**config.mk**
```make
export PLATFORM = sky130hd
export DESIGN_NAME = simmem_resp_bank
export DESIGN_NICKNAME = d
export VERILOG_FILES = /design/src/hdl/simmem_pkg.sv /design/src/hdl/msg_ram_if.sv /design/src/hdl/simmem_resp_bank.sv /design/src/hdl/release_scheduler.sv /design/src/hdl/message_ram_arbiter.sv /design/src/hdl/id_queue_table.sv /design/src/hdl/slot_allocator.sv
export SDC_FILE = /design/constraint.sdc
export NUM_CORES = 1
export LEC_CHECK = 0
export ABC_AREA = 1
export CAP_MARGIN = 15
export CORE_MARGIN = 1
export CORE_UTILIZATION = 50
export DETAILED_ROUTE_END_ITERATION = 10
export DONT_BUFFER_PORTS = 1
export PLACE_DENSITY_LB_ADDON = 0.1
export SLEW_MARGIN = 20
export SYNTH_ARGS = -nofsm -noshare
export SYNTH_HDL_FRONTEND = slang
export SYNTH_HIERARCHICAL = 1
export SYNTH_SLANG_ARGS = --single-unit
```
**constraint.sdc**
```tcl
create_clock -name clk_i -period 5.5 [get_ports clk_i]
set_clock_uncertainty 0.05 [all_clocks]
set_input_delay 0.275 -clock clk_i [delete_from_list [all_inputs] [get_ports clk_i]]
set_output_delay 0.275 -clock clk_i [all_outputs]
set_load 0.05 [all_outputs]
```
**src/hdl/simmem_pkg.sv**
```systemverilog
// Bank sizing constants and the message word union
`default_nettype none

package simmem_pkg;

  //////////////////////////////
  // Message format
  //////////////////////////////

  // Full message word
  localparam int MsgWidth = 32;

  // Identifier field in the low bits of the word
  localparam int IdWidth = 2;
  localparam int NumIds = 2 ** IdWidth;

  //////////////////////////////
  // Storage
  //////////////////////////////

  localparam int Capacity = 16;
  localparam int AddrWidth = $clog2(Capacity);

  // One extra bit so a full count of Capacity fits
  localparam int CntWidth = AddrWidth + 1;

  //////////////////////////////
  // Message word views
  //////////////////////////////

  // Raw view goes to memory, field view is used to decode the identifier
  typedef union packed {
    logic [MsgWidth-1:0] raw;
    struct packed {
      logic [MsgWidth-IdWidth-1:0] payload;
      logic [IdWidth-1:0]          id;
    } fields;
  } msg_word_u;

endpackage

`default_nettype wire
```
**src/hdl/msg_ram_if.sv**
```systemverilog
// Requester port bundle for the shared message memory
`timescale 1ns/1ps
`default_nettype none

interface msg_ram_if;
  import simmem_pkg::*;

  logic                 req;
  logic                 we;
  logic [AddrWidth-1:0] addr;
  logic [MsgWidth-1:0]  wdata;
  // Valid one cycle after a granted read
  logic [MsgWidth-1:0]  rdata;
  logic                 gnt;

  modport requester (
    output req, we, addr, wdata,
    input  rdata, gnt
  );

  modport arbiter (
    input  req, we, addr, wdata,
    output rdata, gnt
  );

endinterface

`default_nettype wire

```
**src/hdl/simmem_resp_bank.sv**
```systemverilog
// Response bank top level wiring the allocator, queue table, memory and scheduler
`timescale 1ns/1ps
`default_nettype none

module simmem_resp_bank (
  input  logic                             clk_i,
  input  logic                             rst_ni,
  input  logic [simmem_pkg::NumIds-1:0]    reservation_request_id_onehot_i,
  input  logic                             reservation_request_ready_i,
  output logic                             reservation_request_valid_o,
  output logic [simmem_pkg::AddrWidth-1:0] new_reserved_address_o,
  input  logic [simmem_pkg::MsgWidth-1:0]  data_i,
  input  logic                             in_valid_i,
  output logic                             in_ready_o,
  input  logic [simmem_pkg::Capacity-1:0]  release_en_i,
  input  logic                             out_ready_i,
  output logic                             out_valid_o,
  output logic [simmem_pkg::MsgWidth-1:0]  data_o,
  output logic [simmem_pkg::Capacity-1:0]  address_released_onehot_o
);
  import simmem_pkg::*;

  logic                             reserve;
  logic [NumIds-1:0]                stored;
  logic [NumIds-1:0][AddrWidth-1:0] out_ptr;
  logic                             issue;
  logic [NumIds-1:0]                issue_id_onehot;

  msg_ram_if store_if ();
  msg_ram_if read_if ();

  // Reservation handshake
  assign reserve = reservation_request_valid_o && reservation_request_ready_i;

  slot_allocator u_slot_allocator (
    .clk_i       (clk_i),
    .rst_ni      (rst_ni),
    .alloc_i     (reserve),
    .free_mask_i (address_released_onehot_o),
    .free_addr_o (new_reserved_address_o),
    .any_free_o  (reservation_request_valid_o)
  );

  id_queue_table u_id_queue_table (
    .clk_i               (clk_i),
    .rst_ni              (rst_ni),
    .reserve_id_onehot_i (reservation_request_id_onehot_i),
    .reserve_i           (reserve),
    .free_addr_i         (new_reserved_address_o),
    .data_i              (data_i),
    .in_valid_i          (in_valid_i),
    .in_ready_o          (in_ready_o),
    .store_if            (store_if.requester),
    .issue_i             (issue),
    .issue_id_onehot_i   (issue_id_onehot),
    .stored_o            (stored),
    .out_ptr_o           (out_ptr)
  );

  message_ram_arbiter u_message_ram_arbiter (
    .clk_i    (clk_i),
    .store_if (store_if.arbiter),
    .read_if  (read_if.arbiter)
  );

  release_scheduler u_release_scheduler (
    .clk_i             (clk_i),
    .rst_ni            (rst_ni),
    .stored_i          (stored),
    .out_ptr_i         (out_ptr),
    .release_en_i      (release_en_i),
    .read_if           (read_if.requester),
    .issue_o           (issue),
    .issue_id_onehot_o (issue_id_onehot),
    .data_o            (data_o),
    .out_valid_o       (out_valid_o),
    .out_ready_i       (out_ready_i),
    .released_onehot_o (address_released_onehot_o)
  );

endmodule

`default_nettype wire

```
**src/hdl/release_scheduler.sv**
```systemverilog
// Release candidate selection, message read and output register
`timescale 1ns/1ps
`default_nettype none

module release_scheduler (
  input  logic                                                 clk_i,
  input  logic                                                 rst_ni,
  input  logic [simmem_pkg::NumIds-1:0]                        stored_i,
  input  logic [simmem_pkg::NumIds-1:0][simmem_pkg::AddrWidth-1:0] out_ptr_i,
  input  logic [simmem_pkg::Capacity-1:0]                      release_en_i,
  msg_ram_if.requester                                         read_if,
  output logic                                                 issue_o,
  output logic [simmem_pkg::NumIds-1:0]                        issue_id_onehot_o,
  output logic [simmem_pkg::MsgWidth-1:0]                      data_o,
  output logic                                                 out_valid_o,
  input  logic                                                 out_ready_i,
  output logic [simmem_pkg::Capacity-1:0]                      released_onehot_o
);
  import simmem_pkg::*;

  logic [NumIds-1:0]    eligible;
  logic [NumIds-1:0]    pick_onehot;
  logic [AddrWidth-1:0] pick_addr;
  logic                 can_issue;
  logic                 out_valid_q;
  logic [AddrWidth-1:0] out_slot_q;

  //////////////////////////////
  // Candidate selection
  //////////////////////////////

  // Oldest stored message of each identifier, gated by its release bit
  for (genvar i = 0; i < NumIds; i++) begin : gen_cand
    assign eligible[i] = stored_i[i] && release_en_i[out_ptr_i[i]];
  end

  // Lowest set bit wins
  assign pick_onehot = eligible & (~eligible + NumIds'(1));

  always_comb begin
    pick_addr = '0;
    for (int i = 0; i < NumIds; i++) begin
      if (pick_onehot[i]) begin
        pick_addr = pick_addr | out_ptr_i[i];
      end
    end
  end

  //////////////////////////////
  // Read issue
  //////////////////////////////

  // Register free or draining this cycle
  assign can_issue = !out_valid_q || out_ready_i;

  assign read_if.req   = can_issue && |eligible;
  assign read_if.we    = 1'b0;
  assign read_if.addr  = pick_addr;
  assign read_if.wdata = '0;

  assign issue_o           = read_if.req && read_if.gnt;
  assign issue_id_onehot_o = pick_onehot;

  //////////////////////////////
  // Output register
  //////////////////////////////

  always_ff @(posedge clk_i or negedge rst_ni) begin
    if (!rst_ni) begin
      out_valid_q <= 1'b0;
    end else if (issue_o) begin
      out_valid_q <= 1'b1;
    end else if (out_ready_i) begin
      out_valid_q <= 1'b0;
    end
  end

  always_ff @(posedge clk_i) begin
    if (issue_o) begin
      out_slot_q <= pick_addr;
    end
  end

  // Read data holds until the next issue, so it stays stable while stalled
  assign out_valid_o = out_valid_q;
  assign data_o      = read_if.rdata;

  always_comb begin
    released_onehot_o = '0;
    if (out_valid_q && out_ready_i) begin
      released_onehot_o[out_slot_q] = 1'b1;
    end
  end

endmodule

`default_nettype wire

```
**src/hdl/message_ram_arbiter.sv**
```systemverilog
// Message storage behind a read-first fixed priority arbiter
`timescale 1ns/1ps
`default_nettype none

module message_ram_arbiter (
  input logic        clk_i,
  msg_ram_if.arbiter store_if,
  msg_ram_if.arbiter read_if
);
  import simmem_pkg::*;

  logic [MsgWidth-1:0]  mem_q [Capacity];
  logic [MsgWidth-1:0]  rdata_q;

  logic                 access;
  logic                 acc_we;
  logic [AddrWidth-1:0] acc_addr;
  logic [MsgWidth-1:0]  acc_wdata;

  //////////////////////////////
  // Grant
  //////////////////////////////

  // Release read always wins, the store waits a cycle
  assign read_if.gnt  = read_if.req;
  assign store_if.gnt = store_if.req && !read_if.req;

  assign access    = read_if.gnt || store_if.gnt;
  assign acc_we    = read_if.gnt ? read_if.we    : store_if.we;
  assign acc_addr  = read_if.gnt ? read_if.addr  : store_if.addr;
  assign acc_wdata = read_if.gnt ? read_if.wdata : store_if.wdata;

  //////////////////////////////
  // Single port storage
  //////////////////////////////

  always_ff @(posedge clk_i) begin
    if (access) begin
      if (acc_we) begin
        mem_q[acc_addr] <= acc_wdata;
      end else begin
        rdata_q <= mem_q[acc_addr];
      end
    end
  end

  assign read_if.rdata  = rdata_q;
  assign store_if.rdata = rdata_q;

endmodule

`default_nettype wire

```
**src/hdl/id_queue_table.sv**
```systemverilog
// Per-identifier linked lists, counters, link array and the store request path
`timescale 1ns/1ps
`default_nettype none

module id_queue_table (
  input  logic                                                 clk_i,
  input  logic                                                 rst_ni,
  input  logic [simmem_pkg::NumIds-1:0]                        reserve_id_onehot_i,
  input  logic                                                 reserve_i,
  input  logic [simmem_pkg::AddrWidth-1:0]                     free_addr_i,
  input  simmem_pkg::msg_word_u                                data_i,
  input  logic                                                 in_valid_i,
  output logic                                                 in_ready_o,
  msg_ram_if.requester                                         store_if,
  input  logic                                                 issue_i,
  input  logic [simmem_pkg::NumIds-1:0]                        issue_id_onehot_i,
  output logic [simmem_pkg::NumIds-1:0]                        stored_o,
  output logic [simmem_pkg::NumIds-1:0][simmem_pkg::AddrWidth-1:0] out_ptr_o
);
  import simmem_pkg::*;

  // List order per identifier: out pointer, then fill pointer, then reserve tail
  logic [AddrWidth-1:0] tail_q       [NumIds];
  logic [AddrWidth-1:0] fill_q       [NumIds];
  logic [AddrWidth-1:0] out_q        [NumIds];
  logic [CntWidth-1:0]  rsv_cnt_q    [NumIds];
  logic [CntWidth-1:0]  stored_cnt_q [NumIds];

  // Next slot of each list entry
  logic [AddrWidth-1:0] link_q [Capacity];
  logic                 link_we;
  logic [AddrWidth-1:0] link_waddr;

  logic [NumIds-1:0]  reserve_here;
  logic [NumIds-1:0]  store_here;
  logic [NumIds-1:0]  issue_here;
  logic [NumIds-1:0]  has_unfilled;
  logic [NumIds-1:0]  list_empty;
  logic [IdWidth-1:0] in_id;

  //////////////////////////////
  // Store request
  //////////////////////////////

  assign in_id = data_i.fields.id;

  assign store_if.req   = in_valid_i && has_unfilled[in_id];
  assign store_if.we    = 1'b1;
  assign store_if.addr  = fill_q[in_id];
  assign store_if.wdata = data_i.raw;
  // Grant is withheld while a release read holds the memory
  assign in_ready_o     = store_if.gnt;

  //////////////////////////////
  // Per-identifier pointers
  //////////////////////////////

  for (genvar i = 0; i < NumIds; i++) begin : gen_id
    logic [AddrWidth-1:0] fill_d;
    logic [AddrWidth-1:0] out_d;
    logic [AddrWidth-1:0] tail_d;
    logic [CntWidth-1:0]  rsv_cnt_d;
    logic [CntWidth-1:0]  stored_cnt_d;

    assign has_unfilled[i] = rsv_cnt_q[i] != '0;
    assign list_empty[i]   = !has_unfilled[i] && stored_cnt_q[i] == '0;
    assign reserve_here[i] = reserve_i && reserve_id_onehot_i[i];
    assign store_here[i]   = store_if.gnt && in_id == IdWidth'(i);
    assign issue_here[i]   = issue_i && issue_id_onehot_i[i];

    assign stored_o[i]  = stored_cnt_q[i] != '0;
    assign out_ptr_o[i] = out_q[i];

    // Link at the tail is written this same edge, so forward the new slot
    always_comb begin
      fill_d = fill_q[i];
      if (store_here[i]) begin
        if (reserve_here[i] && fill_q[i] == tail_q[i]) begin
          fill_d = free_addr_i;
        end else begin
          fill_d = link_q[fill_q[i]];
        end
      end else if (reserve_here[i] && !has_unfilled[i]) begin
        fill_d = free_addr_i;
      end
    end

    always_comb begin
      out_d = out_q[i];
      if (issue_here[i]) begin
        if (reserve_here[i] && out_q[i] == tail_q[i]) begin
          out_d = free_addr_i;
        end else begin
          out_d = link_q[out_q[i]];
        end
      end else if (reserve_here[i] && list_empty[i]) begin
        out_d = free_addr_i;
      end
    end

    assign tail_d       = reserve_here[i] ? free_addr_i : tail_q[i];
    assign rsv_cnt_d    = rsv_cnt_q[i] + CntWidth'(reserve_here[i]) - CntWidth'(store_here[i]);
    assign stored_cnt_d = stored_cnt_q[i] + CntWidth'(store_here[i]) - CntWidth'(issue_here[i]);

    always_ff @(posedge clk_i or negedge rst_ni) begin
      if (!rst_ni) begin
        tail_q[i]       <= '0;
        fill_q[i]       <= '0;
        out_q[i]        <= '0;
        rsv_cnt_q[i]    <= '0;
        stored_cnt_q[i] <= '0;
      end else begin
        tail_q[i]       <= tail_d;
        fill_q[i]       <= fill_d;
        out_q[i]        <= out_d;
        rsv_cnt_q[i]    <= rsv_cnt_d;
        stored_cnt_q[i] <= stored_cnt_d;
      end
    end
  end

  //////////////////////////////
  // Link array
  //////////////////////////////

  // Only a non-empty list has a live tail to link from
  always_comb begin
    link_we    = 1'b0;
    link_waddr = '0;
    for (int i = 0; i < NumIds; i++) begin
      if (reserve_here[i] && !list_empty[i]) begin
        link_we    = 1'b1;
        link_waddr = tail_q[i];
      end
    end
  end

  always_ff @(posedge clk_i) begin
    if (link_we) begin
      link_q[link_waddr] <= free_addr_i;
    end
  end

endmodule

`default_nettype wire

```
**src/hdl/slot_allocator.sv**
```systemverilog
// Slot occupancy tracking with lowest free slot search
`timescale 1ns/1ps
`default_nettype none

module slot_allocator (
  input  logic                             clk_i,
  input  logic                             rst_ni,
  input  logic                             alloc_i,
  input  logic [simmem_pkg::Capacity-1:0]  free_mask_i,
  output logic [simmem_pkg::AddrWidth-1:0] free_addr_o,
  output logic                             any_free_o
);
  import simmem_pkg::*;

  logic [Capacity-1:0] occupied_q;
  logic [Capacity-1:0] occupied_d;
  logic [Capacity-1:0] alloc_mask;

  //////////////////////////////
  // Lowest free slot
  //////////////////////////////

  // Scan from the top so the lowest free index is the last one kept
  always_comb begin
    free_addr_o = '0;
    for (int i = Capacity - 1; i >= 0; i--) begin
      if (!occupied_q[i]) begin
        free_addr_o = AddrWidth'(i);
      end
    end
  end

  assign any_free_o = ~&occupied_q;

  //////////////////////////////
  // Occupancy update
  //////////////////////////////

  always_comb begin
    alloc_mask = '0;
    if (alloc_i && any_free_o) begin
      alloc_mask[free_addr_o] = 1'b1;
    end
  end

  // A released slot is never the one being allocated
  assign occupied_d = (occupied_q | alloc_mask) & ~free_mask_i;

  always_ff @(posedge clk_i or negedge rst_ni) begin
    if (!rst_ni) begin
      occupied_q <= '0;
    end else begin
      occupied_q <= occupied_d;
    end
  end

endmodule

`default_nettype wire

```
==> results of run 1 <==
==> flip-flops by register name (all words and copies together), names as in the netlist <==
register                             cells
u_id_queue_table/rsv_cnt_q              20
u_message_ram_arbiter/mem_q            512
u_slot_allocator/occupied_q             16
u_message_ram_arbiter/read_if.rdata     32
u_id_queue_table/link_q                 64
u_id_queue_table/tail_q                 16
u_release_scheduler/out_slot_q           4
u_id_queue_table/fill_q                 16
u_id_queue_table/stored_cnt_q           20
u_release_scheduler/out_valid_o          1
u_id_queue_table/out_ptr_o              16
==> critical path: stages, from the launching register on <==
cell and delay (ns):
dfrtp_1 0.86, inv_1 0.15, nand3_1 0.13, nand3_2 0.11
nand2_1 0.12, nand2_2 0.08, nand2_4 0.12, nor2_2 0.07
nor2_4 0.10, buf_4 0.42, nand2_1 0.18, nand2_4 0.14
buf_4 0.64, buf_4 0.83, nand2_1 0.13, nand2_1 0.09
nand2_1 0.07, nand2_1 0.09, inv_1 0.04, nand2_1 0.07
==> cell type report <==
type,instances,area (um^2),share of cell area (%)
clock inverter,47,454,1.09
clock buffer,97,2040,4.93
multi-input combinational,3021,14700,35.4
tap,1030,1290,3.10
inverter,331,1250,3.02
timing repair buffer,74,766,1.84
antenna,1,2.50,0.00603
sequential,717,21000,50.6
==> path summary, 6_finish.rpt <==
path / cells past startpoint / from / slack (ns) / to
max: 19 / u_id_queue_table/out_ptr_o[6] / 0.79 / u_message_ram_arbiter/read_if.rdata[25]
min in group asynchronous: 2 / rst_ni / 0.19 / u_slot_allocator/occupied_q[3]
max in group asynchronous: 2 / rst_ni / 4.60 / u_id_queue_table/fill_q[8]
min: 3 / reservation_request_id_onehot_i[2] / 0.18 / u_id_queue_table/tail_q[7]
max reg2reg: 19 / u_id_queue_table/out_ptr_o[6] / 0.79 / u_message_ram_arbiter/read_if.rdata[25]
min reg2reg: 1 / u_id_queue_table/stored_cnt_q[5] / 0.45 / u_id_queue_table/stored_cnt_q[5]
==> timing repair <==
item	CTS	global route
endpoints found under the setup margin	0	0
endpoints found under the hold margin	113	0
setup buffers	0	0
hold buffers	6	0
==> per-layer routing <==
layer  global-route usage, %  up-vias
li1                        -    14258
met5                       0        -
met2                    44.5     1386
met1                    43.1    14343
met3                    5.31      229
met4                    9.30        0
==> layout by cell type, fill, tap and decap left out, types with 5 or more instances in the layout <==
cell type,count
conb_1,34
a21oi_1,182
clkinv_2,14
o211ai_1,147
nand4_1,9
clkinv_1,30
inv_1,298
o21ai_0,198
inv_2,17
clkbuf_1,18
dfrtp_1,98
a21oi_2,6
xnor2_1,14
ha_1,48
dfrtp_2,7
nor2_2,13
nand2_4,18
dlygate4sd3_1,5
nand2_2,25
buf_4,55
edfxtp_1,612
o21ai_1,8
clkbuf_16,79
nand2_1,1573
bufinv_16,5
nand3_1,558
fa_1,8
xor2_1,28
nor2_4,23
nor2_1,77
buf_12,11
==> per-stage QoR <==
step	utilization [%]	setup slack (ns)	std cells	hold WS [ns]	cell area (um^2)
after CTS	54.4	0.844	5315	0.151	41400
after global placement	51.0	0.910	5165	-0.0521	38900
after global routing	54.5	0.496	5318	0.222	41500
final	54.5	0.791	5318	0.179	41500
after detailed placement	51.0	0.853	5165	-0.0587	38900
after floorplan	-	1.29	4424	-0.0706	38800
==> results.toml, run 1 <==
[run_status]
status = "complete, no violations"

[drt]
highest_layer = "met4"
wire_per_inst_um = 21.8
routed-wl-met2_um = 50900
met1_length_um = 50400
ant_nets = 0
drt_wl_total_um = 116000
drc = 0
vias_per_cell = 5.68
drt_iter0_drc = 3635
first_pass_iters = 6
via_count = 30216
dr_wl_met3_um = 10600

[floorplanning]
ios = 112
fp-row-count = 101
die-area_mm2 = 0.0784
fp.dieH_um = 280
start_util_pct = 50.7
fp.coreArea_mm2 = 0.0762
die_x_um = 280

[worst_setup_path]
end_kind = "register"
arrival_ns = 5.15
worstSetupPathType = "reg -> reg"
required_ns = 5.94
start_kind = "register"
worstPathMaxFanout = 67

[cts]
clockBufferDepth = 3
cts_resized = 0
cts_inserted_buffers = 79
cts.clk_slew.worst_paths_ns = 0.06
clock_sink_count = 717
htreeDepth = 3
cts_tree = "yes"
clk_latency_ns = 0.65
clock-root-buffer = "clkbuf_16"

[grt]
grt_overflow = 0
grt_pass1_wl_um = 175000
track_usage_pct = 29.5
grt_max_degree = 225
grt_pass1_vias = 27572
antenna_found_initial = 1

[logic_synthesis]
syn_area_mm2 = 0.0386
syn_inst = 4392
yosys_warnings = 6
syn_area_per_cell_um2 = 8.80

[timing]
finalHoldViolCount = 0
slew_viol_final = 0
slew_headroom_pct = 25.6
rsz0062_at_grt = "no"
setup_viol = 0
fin_tns_setup_ns = 0
worst_pin_slew_ns = 1.11
post-route-min-period_ns = 4.71
finalCritPeriodShare_pct = 85.6
fmax_ghz = 0.212

[cells_and_area]
area_growth_pct = 7.41
nNetsFinal = 4337
fillers = 6942
final_layout_size_suffix_gt1_share_pct = 7.39

[place]
port-buffer-count = 0
dp_hpwl_um = 69800
place.gp.congestion = 0.954

[run]
max_cap_violations = 0

[hold_path]
min_path_type = "in -> reg"
Power of run 1 is not shown: default switching activity piles up to over one toggle a cycle in this logic, so the estimate is an artifact.
==> run 2: changes to the inputs <==
--- a/config.mk
+++ b/config.mk
@@ -6,11 +6,11 @@
 export NUM_CORES = 1
 export LEC_CHECK = 0
 export ABC_AREA = 1
+export BUFFER_PORTS_ARGS = -buffer_cell sky130_fd_sc_hd__buf_2
 export CAP_MARGIN = 15
 export CORE_MARGIN = 1
 export CORE_UTILIZATION = 50
 export DETAILED_ROUTE_END_ITERATION = 10
-export DONT_BUFFER_PORTS = 1
 export PLACE_DENSITY_LB_ADDON = 0.1
 export SLEW_MARGIN = 20
 export SYNTH_ARGS = -nofsm -noshare
==> run 2 against run 1 <==
Compared with the run above:
- hold slack got worse by 0.066 ns
- first-iteration DRC count is 8.7% lower
- wire length is 0.47% lower
==> results.toml, run 2 (synthesized netlist as in run 1, its figures left out) <==
[cells_and_area]
regMostFlops = "u_message_ram_arbiter/mem_q"
diodes = 0
final_common_cell = "nand2_1"
area_growth_pct = 8.87
fin_util_pct = 55.2
multi_input_area_mm2 = 0.0147
final_cell_mix = "nand2_1 (1574), edfxtp_1 (612), nand3_1 (558), inv_1 (298), o21ai_0 (198)"
register_area_mm2 = 0.0210
fillers = 6840
nNetsFinal = 4438
final_layout_size_suffix_gt1_share_pct = 9.89
largest_register_ffs = 512

[worst_setup_path]
worstRegToRegCells = 22
crit_end = "u_id_queue_table/stored_cnt_q[19]"
critical_path.startpoint = "u_id_queue_table/out_ptr_o[8]"
worstSetupPathType = "reg -> reg"
regToRegEndpoint = "u_id_queue_table/stored_cnt_q[19]"
end_kind = "register"
required_ns = 6.01
arrival_ns = 5.40
worstPathMaxFanout = 30
reg2reg_from = "u_id_queue_table/out_ptr_o[8]"
reg2reg_setup_slack_ns = 0.61
start_kind = "register"

[timing]
slew_viol_final = 0
rsz0062_at_grt = "no"
post-route-min-period_ns = 4.89
setup_viol = 0
fin_ws_ns = 0.608
worst_pin_slew_ns = 1.11
finalCritPeriodShare_pct = 89.0
fmax_ghz = 0.204
slew_headroom_pct = 25.9
holdWs_ns = 0.113
finalHoldViolCount = 0
fin_tns_setup_ns = 0

[drt]
vias_per_cell = 5.57
dr_wl_met3_um = 9880
drt_wl_total_um = 115000
drt_iter0_drc = 3319
highest_layer = "met4"
routed-wl-met2_um = 52100
drc = 0
wire_per_inst_um = 21.3
via_count = 30196
first_pass_iters = 6
met1_length_um = 50200
ant_nets = 0

[cts]
cts.clk_slew.worst_paths_ns = 0.06
cts_resized = 0
postCtsSetupBuffers = 0
htreeDepth = 3
clock-root-buffer = "clkbuf_16"
cts_tree = "yes"
clock_sink_count = 717
cts_inserted_buffers = 78
clk_latency_ns = 0.64
clockBufferDepth = 3

[floorplanning]
ios = 112
start_util_pct = 50.7
die-area_mm2 = 0.0784
fp.coreArea_mm2 = 0.0762
fp-row-count = 101
fp.dieH_um = 280
die_x_um = 280

[place]
dpl_worst_slack_ns = 0.598
place.gp.congestion = 0.942
port-buffer-count = 111
dp_hpwl_um = 69900

[grt]
grt_max_degree = 225
antenna_found_initial = 0
grt_overflow = 0
grt_pass1_vias = 27658
grt_pass1_wl_um = 172000
track_usage_pct = 29.2

[run_status]
status = "complete, no violations"

[hold_path]
min_path_type = "in -> reg"

[run]
max_cap_violations = 0
-- run 2: changes by cell type in the layout (fill, tap and decap cells not counted), sizes merged --
cell and change:
buf +105, bufinv +6, clkbuf -5, clkinv -4
diode -1, dlygate4sd3 -3, inv +3
-- run 2: final cells by class --
type,count,share of cell area [%]
multi-input combinational,3021,34.9
clock inverter,52,1.53
tap,1030,3.06
sequential,717,49.9
timing repair buffer,176,2.77
clock buffer,92,4.84
inverter,331,2.98
-- run 2: what timing repair did --
action / CTS / global route
hold buffers: 2 / 0
endpoints found under the hold margin: 58 / 0
setup endpoints to repair: 0 / 0
-- run 2: routing by layer --
| layer | up-vias | track usage (%) |
|---|---|---|
| met1 | 14299 | 41.4 |
| li1 | 14467 | - |
| met4 | 0 | 8.56 |
| met2 | 1239 | 45.4 |
| met5 | - | 0 |
| met3 | 191 | 5.79 |
-- run 2: worst min path at each step --
stage                                             startpoint                             to  slack [ns]  cells past startpoint
after floorplan                                       rst_ni     u_id_queue_table/fill_q[0]       -0.07                      0
after global placement                                rst_ni  u_id_queue_table/out_ptr_o[3]        0.39                      1
after detailed placement                              rst_ni  u_id_queue_table/out_ptr_o[2]        0.39                      1
after CTS                 reservation_request_id_onehot_i[0]    u_id_queue_table/tail_q[15]        0.08                      4
after global routing      reservation_request_id_onehot_i[0]    u_id_queue_table/tail_q[12]        0.18                      3
final                     reservation_request_id_onehot_i[0]    u_id_queue_table/tail_q[15]        0.11                      4
-- run 2: worst max-delay path, cell delays in order (launching register included) --
cell and delay (ns):
dfrtp_2 0.66, inv_1 0.16, nand2_1 0.10, nand3_1 0.06
nand3_1 0.12, nand3_2 0.09, nand2_1 0.10, nand2_2 0.07
nand2_1 0.08, nor2_2 0.06, nor2_4 0.51, inv_1 0.13
nor3_1 0.84, nand2_1 0.31, inv_1 0.21, ha_1 0.15
inv_1 0.04, ha_1 0.20, fa_1 0.40, a21oi_1 0.15
nor2_1 0.05, nor2_1 0.10, xor2_1 0.14
-- run 2: metrics by stage --
step | area [um^2] | instances
5_1_grt | 42100 | 5419
3_3_place_gp | 39400 | 5273
2_1_floorplan | 38800 | 4424
3_5_place_dp | 39400 | 5273
4_1_cts | 42100 | 5419
6_report | 42100 | 5419
Power of run 2 is left out for the same reason.
